### config.mk
export PLATFORM = sky130hd
export DESIGN_NAME = bypassPipeTop
export DESIGN_NICKNAME = d
export VERILOG_FILES = /design/src/pipePkg.sv /design/src/bypassPipeTop.sv /design/src/executeStage.sv /design/src/decodeStage.sv /design/src/forwardingUnit.sv /design/src/regFile.sv
export SDC_FILE = /design/constraint.sdc
export NUM_CORES = 2
export LEC_CHECK = 0
export BUFFER_PORTS_ARGS = -buffer_cell sky130_fd_sc_hd__buf_4
export CAP_MARGIN = 20
export CORE_MARGIN = 2
export CORE_UTILIZATION = 35
export CTS_CLUSTER_SIZE = 40
export DETAILED_ROUTE_END_ITERATION = 6
export HOLD_SLACK_MARGIN = 0.15
export PLACE_DENSITY = 0.46
export RECOVER_POWER = 25
export SLEW_MARGIN = 15
export SYNTH_ARGS = -nofsm -noshare
export SYNTH_HDL_FRONTEND = slang
export SYNTH_SLANG_ARGS = --single-unit
export TNS_END_PERCENT = 10
### constraint.sdc
create_clock -name clk -period 9 [get_ports clk]
set_clock_uncertainty 0.05 [all_clocks]
set_input_delay 0 -clock clk [delete_from_list [all_inputs] [get_ports clk]]
set_output_delay 0 -clock clk [all_outputs]
set_load 0.05 [all_outputs]
### src/pipePkg.sv
`default_nettype none

package pipePkg;

	//////////////////////////////////////////////////////////////////////
	// Sizes fixed by the instruction format
	//////////////////////////////////////////////////////////////////////

	parameter int dataWidthP   = 32;
	parameter int regCountP    = 32;
	parameter int regIdxWidthP = 5;
	parameter int immWidthP    = 16;

	typedef logic [regIdxWidthP-1:0] regIdxT;

	// Operation codes as delivered by the decoder
	typedef enum logic [3:0] {
		opNop  = 4'd0,
		opAdd  = 4'd1,
		opSub  = 4'd2,
		opAnd  = 4'd3,
		opOr   = 4'd4,
		opSlt  = 4'd5,
		opAddi = 4'd6,
		opBeq  = 4'd7
	} opT;

	// Execute operand source, same codes as the classic forwarding unit
	typedef enum logic [1:0] {
		fwdNone  = 2'b00,
		fwdMemWb = 2'b01,
		fwdExMem = 2'b10
	} fwdSelT;

	//////////////////////////////////////////////////////////////////////
	// Stage payloads
	//////////////////////////////////////////////////////////////////////

	typedef struct packed {
		opT                   op;
		regIdxT               rd;
		regIdxT               rs;
		regIdxT               rt;
		logic [immWidthP-1:0] imm;
	} instT;

	typedef struct packed {
		logic                  valid;
		opT                    op;
		regIdxT                rd;
		regIdxT                rs;
		regIdxT                rt;
		logic [dataWidthP-1:0] rsData;
		logic [dataWidthP-1:0] rtData;
		logic [immWidthP-1:0]  imm;
		logic                  regWrite;
	} idExT;

	typedef struct packed {
		logic                  valid;
		regIdxT                rd;
		logic                  regWrite;
		logic [dataWidthP-1:0] result;
	} exMemT;

	// Same layout, later stage
	typedef struct packed {
		logic                  valid;
		regIdxT                rd;
		logic                  regWrite;
		logic [dataWidthP-1:0] result;
	} memWbT;

	// Writeback report
	typedef struct packed {
		regIdxT                regIdx;
		logic [dataWidthP-1:0] data;
	} wbT;

endpackage

`default_nettype wire
### src/bypassPipeTop.sv
`timescale 1ns/10ps
`default_nettype none

module bypassPipeTop import pipePkg::*;
(
	input  logic clk,
	input  logic arstN,
	input  logic instValid,
	input  instT inst,
	output logic wbValid,
	output wbT   wb,
	output logic branchValid,
	output logic branchTaken
);

	idExT                  idEx;
	exMemT                 exMem;
	memWbT                 memWb;
	fwdSelT                fwdA;
	fwdSelT                fwdB;
	logic                  fwdBranchA;
	logic                  fwdBranchB;
	logic                  decBranch;
	regIdxT                rfIdxA;
	regIdxT                rfIdxB;
	logic [dataWidthP-1:0] rfDataA;
	logic [dataWidthP-1:0] rfDataB;

	// Writeback straight from MEM/WB
	assign wbValid = memWb.regWrite;
	assign wb      = '{regIdx: memWb.rd, data: memWb.result};

	regFile regFile0 (.clk(clk), .arstN(arstN), .rdIdxA(rfIdxA), .rdIdxB(rfIdxB),
		.rdDataA(rfDataA), .rdDataB(rfDataB), .wrEn(memWb.regWrite), .wrIdx(memWb.rd),
		.wrData(memWb.result));

	forwardingUnit forwardingUnit0 (.idEx(idEx), .exMem(exMem), .memWb(memWb),
		.decRs(rfIdxA), .decRt(rfIdxB), .decBranch(decBranch), .fwdA(fwdA), .fwdB(fwdB),
		.fwdBranchA(fwdBranchA), .fwdBranchB(fwdBranchB));

	decodeStage decodeStage0 (.clk(clk), .arstN(arstN), .instValid(instValid),
		.inst(inst), .rfDataA(rfDataA), .rfDataB(rfDataB), .rfIdxA(rfIdxA),
		.rfIdxB(rfIdxB), .fwdBranchA(fwdBranchA), .fwdBranchB(fwdBranchB),
		.exMem(exMem), .decBranch(decBranch), .idEx(idEx), .branchValid(branchValid),
		.branchTaken(branchTaken));

	executeStage executeStage0 (.clk(clk), .arstN(arstN), .idEx(idEx), .fwdA(fwdA),
		.fwdB(fwdB), .exMem(exMem), .memWb(memWb));

endmodule

`default_nettype wire

### src/executeStage.sv
`timescale 1ns/10ps
`default_nettype none

module executeStage import pipePkg::*;
(
	input  logic   clk,
	input  logic   arstN,
	input  idExT   idEx,
	input  fwdSelT fwdA,
	input  fwdSelT fwdB,
	output exMemT  exMem,
	output memWbT  memWb
);

	exMemT                 exPayQ;
	memWbT                 wbPayQ;

	logic [dataWidthP-1:0] immExt;
	logic [dataWidthP-1:0] rtFwd;
	logic [dataWidthP-1:0] opA;
	logic [dataWidthP-1:0] opB;
	logic [dataWidthP-1:0] aluRes;

	//////////////////////////////////////////////////////////////////////
	// Operand selection
	//////////////////////////////////////////////////////////////////////

	// Pick the operand source
	function automatic logic [dataWidthP-1:0] fwdMux(
		fwdSelT                sel,
		logic [dataWidthP-1:0] rfData
	);
		logic [dataWidthP-1:0] value;
		case (sel)
			fwdExMem: value = exMem.result;
			fwdMemWb: value = memWb.result;
			default:  value = rfData;
		endcase
		return value;
	endfunction

	assign immExt = {{(dataWidthP-immWidthP){idEx.imm[immWidthP-1]}}, idEx.imm};

	always_comb
	begin
		opA   = fwdMux(fwdA, idEx.rsData);
		rtFwd = fwdMux(fwdB, idEx.rtData);
	end

	// Immediate replaces rt for addi
	assign opB   = (idEx.op == opAddi) ? immExt : rtFwd;

	//////////////////////////////////////////////////////////////////////
	// ALU
	//////////////////////////////////////////////////////////////////////

	always_comb
	begin
		case (idEx.op)
			opAdd, opAddi: aluRes = opA + opB;
			opSub:         aluRes = opA - opB;
			opAnd:         aluRes = opA & opB;
			opOr:          aluRes = opA | opB;
			// Signed compare
			opSlt:         aluRes = ($signed(opA) < $signed(opB)) ? dataWidthP'(1) : '0;
			default:       aluRes = '0;
		endcase
	end

	//////////////////////////////////////////////////////////////////////
	// EX/MEM and MEM/WB registers
	//////////////////////////////////////////////////////////////////////

	// Payload only moves with a valid stage, a bubble clears valid
	always_ff @(posedge clk or negedge arstN)
	begin
		if (!arstN)
		begin
			exPayQ <= '0;
			wbPayQ <= '0;
		end
		else
		begin
			if (idEx.valid)
				exPayQ <= '{valid: 1'b1, rd: idEx.rd, regWrite: idEx.regWrite,
					result: aluRes};
			else
				exPayQ.valid <= 1'b0;
			// No data memory, MEM just passes along
			if (exMem.valid)
				wbPayQ <= '{valid: 1'b1, rd: exMem.rd, regWrite: exMem.regWrite,
					result: exMem.result};
			else
				wbPayQ.valid <= 1'b0;
		end
	end

	// Write enables qualified by stage valid
	always_comb
	begin
		exMem          = exPayQ;
		exMem.regWrite = exPayQ.regWrite && exPayQ.valid;
		memWb          = wbPayQ;
		memWb.regWrite = wbPayQ.regWrite && wbPayQ.valid;
	end

endmodule

`default_nettype wire

### src/decodeStage.sv
`timescale 1ns/10ps
`default_nettype none

module decodeStage import pipePkg::*;
(
	input  logic                  clk,
	input  logic                  arstN,
	input  logic                  instValid,
	input  instT                  inst,
	input  logic [dataWidthP-1:0] rfDataA,
	input  logic [dataWidthP-1:0] rfDataB,
	output regIdxT                rfIdxA,
	output regIdxT                rfIdxB,
	input  logic                  fwdBranchA,
	input  logic                  fwdBranchB,
	input  exMemT                 exMem,
	output logic                  decBranch,
	output idExT                  idEx,
	output logic                  branchValid,
	output logic                  branchTaken
);

	// ID/EX register
	idExT idPayQ;

	logic                  regWriteD;
	logic [dataWidthP-1:0] cmpA;
	logic [dataWidthP-1:0] cmpB;

	//////////////////////////////////////////////////////////////////////
	// Operand read and early branch
	//////////////////////////////////////////////////////////////////////

	assign rfIdxA = inst.rs;
	assign rfIdxB = inst.rt;

	assign decBranch = instValid && (inst.op == opBeq);

	// Everything but nop and beq writes rd
	always_comb
	begin
		case (inst.op)
			opNop, opBeq: regWriteD = 1'b0;
			default:      regWriteD = 1'b1;
		endcase
	end

	// Producer two ahead sits in EX/MEM
	assign cmpA = fwdBranchA ? exMem.result : rfDataA;
	assign cmpB = fwdBranchB ? exMem.result : rfDataB;

	//////////////////////////////////////////////////////////////////////
	// ID/EX register
	//////////////////////////////////////////////////////////////////////

	// Payload only moves with an instruction
	// Idle cycle loads a bubble
	always_ff @(posedge clk or negedge arstN)
	begin
		if (!arstN)
		begin
			idPayQ <= '0;
		end
		else if (instValid)
		begin
			idPayQ.valid    <= 1'b1;
			idPayQ.op       <= inst.op;
			idPayQ.rd       <= inst.rd;
			idPayQ.rs       <= inst.rs;
			idPayQ.rt       <= inst.rt;
			idPayQ.rsData   <= rfDataA;
			idPayQ.rtData   <= rfDataB;
			idPayQ.imm      <= inst.imm;
			idPayQ.regWrite <= regWriteD;
		end
		else
		begin
			idPayQ.valid <= 1'b0;
		end
	end

	// Stale payload never looks like a live write
	always_comb
	begin
		idEx          = idPayQ;
		idEx.regWrite = idPayQ.regWrite && idPayQ.valid;
	end

	//////////////////////////////////////////////////////////////////////
	// Branch outcome
	//////////////////////////////////////////////////////////////////////

	always_ff @(posedge clk or negedge arstN)
	begin
		if (!arstN)
		begin
			branchValid <= 1'b0;
			branchTaken <= 1'b0;
		end
		else
		begin
			branchValid <= decBranch;
			// Equal compare
			branchTaken <= decBranch && (cmpA == cmpB);
		end
	end

endmodule

`default_nettype wire

### src/forwardingUnit.sv
`timescale 1ns/10ps
`default_nettype none

module forwardingUnit import pipePkg::*;
(
	input  idExT   idEx,
	input  exMemT  exMem,
	input  memWbT  memWb,
	input  regIdxT decRs,
	input  regIdxT decRt,
	input  logic   decBranch,
	output fwdSelT fwdA,
	output fwdSelT fwdB,
	output logic   fwdBranchA,
	output logic   fwdBranchB
);

	//////////////////////////////////////////////////////////////////////
	// Producer match helpers
	//////////////////////////////////////////////////////////////////////

	// EX/MEM holds a live write to srcReg
	function automatic logic exMemHit(regIdxT srcReg);
		return exMem.valid && exMem.regWrite
			&& (exMem.rd != '0) && (exMem.rd == srcReg);
	endfunction

	// MEM/WB holds a live write to srcReg
	function automatic logic memWbHit(regIdxT srcReg);
		return memWb.valid && memWb.regWrite
			&& (memWb.rd != '0) && (memWb.rd == srcReg);
	endfunction

	// Nearest producer first
	function automatic fwdSelT pickSource(regIdxT srcReg);
		fwdSelT sel;
		if (exMemHit(srcReg))
			sel = fwdExMem;
		else if (memWbHit(srcReg))
			sel = fwdMemWb;
		else
			sel = fwdNone;
		return sel;
	endfunction

	//////////////////////////////////////////////////////////////////////
	// Execute operands
	//////////////////////////////////////////////////////////////////////

	always_comb
	begin
		// Bubble in execute takes register file data
		fwdA = fwdNone;
		fwdB = fwdNone;
		if (idEx.valid)
		begin
			// rs feeds the top ALU input
			fwdA = pickSource(idEx.rs);
			// rt feeds the bottom ALU input
			fwdB = pickSource(idEx.rt);
		end
	end

	//////////////////////////////////////////////////////////////////////
	// Decode branch compare
	//////////////////////////////////////////////////////////////////////

	// Only EX/MEM is forwarded here
	// MEM/WB reaches decode through the register file bypass
	always_comb
	begin
		fwdBranchA = decBranch && exMemHit(decRs);
		fwdBranchB = decBranch && exMemHit(decRt);
	end

endmodule

`default_nettype wire

### src/regFile.sv
`timescale 1ns/10ps
`default_nettype none

module regFile import pipePkg::*;
(
	input  logic                  clk,
	input  logic                  arstN,
	input  regIdxT                rdIdxA,
	input  regIdxT                rdIdxB,
	output logic [dataWidthP-1:0] rdDataA,
	output logic [dataWidthP-1:0] rdDataB,
	input  logic                  wrEn,
	input  regIdxT                wrIdx,
	input  logic [dataWidthP-1:0] wrData
);

	// Register zero is not stored
	logic [dataWidthP-1:0] regsQ [1:regCountP-1];

	// Zero register, then bypass of the write in progress, then storage
	function automatic logic [dataWidthP-1:0] readPort(regIdxT idx);
		logic [dataWidthP-1:0] value;
		if (idx == '0)
			value = '0;
		else if (wrEn && (wrIdx == idx))
			value = wrData;
		else
			value = regsQ[idx];
		return value;
	endfunction

	always_comb
	begin
		rdDataA = readPort(rdIdxA);
		rdDataB = readPort(rdIdxB);
	end

	// Writes to register zero are dropped
	always_ff @(posedge clk or negedge arstN)
	begin
		if (!arstN)
		begin
			for (int i = 1; i < regCountP; i++)
				regsQ[i] <= '0;
		end
		else if (wrEn && (wrIdx != '0))
		begin
			regsQ[wrIdx] <= wrData;
		end
	end

endmodule

`default_nettype wire

==> results by group <==
Setup path
  • Crit path buf inv count: 2
  • Critical path launch point: decodeStage0.idEx[100]$_DFF_PN0_
  • WS Path Type: reg2reg
  • CP endpoint: executeStage0.exMem[28]$_DFFE_PN0P_
  • CP Cell Sequence: clkbuf_1, nand3_1, nor3_1, ha_2, a221oi_1, o31ai_1, ha_1, inv_1, fa_1, a21oi_1, o21ai_0, a21oi_1, o311ai_0, a41oi_1, a31oi_1, a221o_1, a31o_2, or3_1, o211a_1, nor3_1
  • Start of the worst register-to-register path: decodeStage0.idEx[100]$_DFF_PN0_
  • Crit path largest cell delay: 1.15 ns
  • CP max-delay cell: clkbuf_1
  • CP startpoint kind: flop
  • Worst Reg-to-Reg Cells: 20
  • Element type at the critical path end: flop
  • Worst Path Arrival: 8.16 ns
  • CP delay by family, top: compound AO/OA/AOI/OAI gates
  • Worst reg2reg endpoint: executeStage0.exMem[28]$_DFFE_PN0P_
  • WP data required: 9.68 ns
  • CP Depth: 20
  • Largest fanout on the critical path: 37
  • Reg-to-reg slack, setup: 1.52 ns

Synthesis
  • Top FF cell, synth: dfrtp_1
  • Net Count, Synth: 5533
  • Synthesis Warnings: 0
  • Number of flops mapped to enable cells by yosys: 0
  • Register area share after synthesis: 42.8%
  • Post-synth cell types: 82
  • Mapped Avg Cell Area: 12.7 um^2
  • Synth Instances: 5393
  • Post-synthesis register bit count: 1173
  • Ys async rst share: 100%
  • Synth Cell Area: 0.0686 mm^2

STA
  • Worst hold slack: 0.280 ns
  • Fmax: 134 MHz
  • Total Negative Setup Slacks: 0 ns
  • Slew Limit Fails: 620
  • RSZ-0062 raised after global routing: false
  • Number of failing hold endpoints at the final stage: 0
  • Fin crit period: 7.48 ns
  • Worst-Margin Slew: 6.62 ns
  • Final Setup Violations: 0
  • Final period utilization: 83.1%
  • Slew headroom: -342%

Routing
  • Final wirelength: 267000 um
  • Final ANT Viol Nets: 0
  • Detailed Routing Iterations Pass 1: 6
  • Avg WL per Cell: 33.4 um
  • Vias post-DR: 49000
  • DRC viols: 0
  • Via density: 6.12
  • Starting DRC count in detailed routing: 4773

Global routing
  • First-pass GRT wire length: 382000 um
  • Pin count of the biggest net entering global routing: 137
  • Initial antenna violation count: 7
  • Vias in the first global route: 49200
  • Global route overflow: 0
  • Total Routing Usage GR: 26.7%

Placed design
  • Routability cong.: 0.918
  • Input/output buffers: 77
  • Final HPWL DP: 164000 um

Job
  • Max-cap violations: 8

Die
  • Die height: 447 um
  • Width of the die: 447 um
  • Rows: 162
  • DIE AREA: 0.200 mm^2
  • Num ports: 78
  • Core area: 0.195 mm^2
  • Starting density of the core: 35.2%

Clock tree
  • Post-cts resize count: 0
  • Root buf cell: clkbuf_16
  • Clk_lat worst skew: 0.82 ns
  • H-tree depth: 4
  • Hold-fix buffers, CTS: 75
  • Clock transition at path regs: 0.06 ns
  • CTS Buffer Depth: 3
  • # Post-CTS Setup Buffers: 0
  • Sink Count: 1173
  • TritonCTS clock tree: yes
  • CTS buffer count: 142

Run status
  • Run status: complete, but fails checks
  • Failing checks: max-capacitance violations, max-slew violations

Power and ir drop
  • P_leak: 0.0343 uW
  • P per Cell Area: 212 mW/mm^2
  • Peak VDD IR: 0.153 mV

Finish
  • Util after Layout: 39.4%
  • Multi-input logic area: 0.0363 mm^2
  • Register area: 0.0294 mm^2
  • Area Overhead vs Synth: 11.8%
  • Filler cell count: 18300
  • Layout Nets: 5411
  • Layout cell share with drive strength beyond 1: 40.2%

Hold path
  • Hold Crit Class: in2reg
==> cell type report <==
cell class / count / share of cell area [%]
well taps: 2624 / 4.28
inverters: 131 / 0.646
repair buffers: 323 / 3.64
multi-input cells: 3500 / 47.3
diodes: 3 / 0.00978
clock buffers: 208 / 5.36
clock inverters: 45 / 0.545
flip-flops and latches: 1173 / 38.3
==> synthesized netlist by cell type (85+ instances only) <==
cell type | instances | area share, %
clkbuf_1 | 332 | 1.8
mux2i_1 | 130 | 1.9
nand2_1 | 199 | 1.1
dfrtp_1 | 1173 | 43
buf_1 | 85 | 0.46
a221oi_1 | 112 | 1.4
nor2_1 | 210 | 1.1
ha_1 | 100 | 1.8
o21ai_0 | 141 | 1.0
a21oi_1 | 130 | 0.95
a22oi_1 | 101 | 1.1
mux2_2 | 1202 | 20
mux4_2 | 427 | 14
inv_1 | 126 | 0.69
==> cell usage in the layout, fill, tap and decap left out, drive strengths merged, types with 16 or more instances in the layout <==
master       synthesis  layout
a2111oi             16      16
a211oi              18      18
a21o                36      36
a21oi              130     130
a221o               38      38
a221oi             112     112
a22o                27      27
a22oi              101     101
a31oi               18      18
buf                254     241
clkbuf             335     214
clkinv               3      28
dfrtp             1173    1173
dlygate4sd3          0      74
ha                 100     100
inv                128     143
mux2              1202    1202
mux2i              130     130
mux4               435     435
nand2              199     199
nand3               38      38
nor2               210     210
nor2b               32      32
nor3                69      69
o211ai              32      32
o21ai              143     143
o21bai              18      18
o221ai              30      30
o22ai               65      65
o2bb2ai             22      22
o31ai               20      20
xnor2               30      30
xor2                46      46
==> where the power goes <==
| part | switching, uW | total (uW) | internal (uW) |
|---|---|---|---|
| sequential | 614 | 6600 | 5980 |
| combinational | 2200 | 3930 | 1730 |
| clock | 2440 | 5730 | 3290 |
| total | 5250 | 16300 | 11000 |
==> routing by layer <==
| layer | GRT usage, % | vias to the layer above | routed length [um] |
|---|---|---|---|
| met5 | 0 | - | 27 |
| met4 | 10.2 | 4 | 10700 |
| met3 | 4.47 | 429 | 16100 |
| met2 | 41.8 | 1704 | 123000 |
| met1 | 37.0 | 26600 | 117000 |
| li1 | - | 20200 | - |
==> how the worst min path moves through the flow <==
| stage | to | depth (start not counted) | start | slack, ns |
|---|---|---|---|---|
| global route | decodeStage0.idEx[75]$_DFFE_PN0P_ | 3 | instValid | 0.28 |
| floorplan | decodeStage0.branchTaken$_DFF_PN0_ | 0 | arstN | -0.35 |
| CTS | decodeStage0.idEx[53]$_DFFE_PN0P_ | 3 | instValid | 0.21 |
| detailed placement | regFile0.regsQ[369]$_DFFE_PN0P_ | 1 | arstN | 0.05 |
| global placement | regFile0.regsQ[305]$_DFFE_PN0P_ | 1 | arstN | 0.06 |
| finish | decodeStage0.idEx[53]$_DFFE_PN0P_ | 3 | instValid | 0.28 |
==> flip-flops by register name, indices dropped and copies added (netlist names) <==
name and cells:
executeStage0.wbPayQ 1, decodeStage0.branchTaken 1, decodeStage0.idEx 100, regFile0.regsQ 992, executeStage0.exPayQ 1, decodeStage0.branchValid 1
executeStage0.exMem 38, executeStage0.memWb 38, decodeStage0.idPayQ 1
==> stage by stage <==
step | cells | instance area (um^2) | setup WS (ns) | power, uW
floorplan | 5393 | 68600 | 3.20 | 9180
global placement | 7675 | 71500 | 1.85 | 10500
detailed placement | 7676 | 71500 | 1.63 | 10500
CTS | 8004 | 76800 | 1.64 | 16400
global route | 8006 | 76700 | 0.635 | 17000
finish | 8007 | 76700 | 1.52 | 16300
==> cells by family after synthesis <==
| group | Yosys count | share of synthesized area, % |
|---|---|---|
| xor+xnor | 76 | 0.970 |
| mux | 1767 | 35.9 |
| fa+ha+maj | 102 | 1.88 |
| simple gates | 664 | 4.48 |
| flops | 1173 | 42.8 |
| compound gates | 891 | 9.29 |
| buf+inv | 720 | 4.68 |
==> worst reg2reg max path, cell delays in order (launching register included) <==
cell and delay, ns:
dfrtp_1 0.31, clkbuf_1 1.15, nand3_1 0.25, nor3_1 0.39, ha_2 0.65, a221oi_1 0.28
o31ai_1 0.46, ha_1 0.24, inv_1 0.06, fa_1 0.47, a21oi_1 0.26, o21ai_0 0.12
a21oi_1 0.36, o311ai_0 0.33, a41oi_1 0.36, a31oi_1 0.22, a221o_1 0.44, a31o_2 0.29
or3_1 0.33, o211a_1 0.21, nor3_1 0.15
No activity file was read; power rests on OpenSTA's default activity.
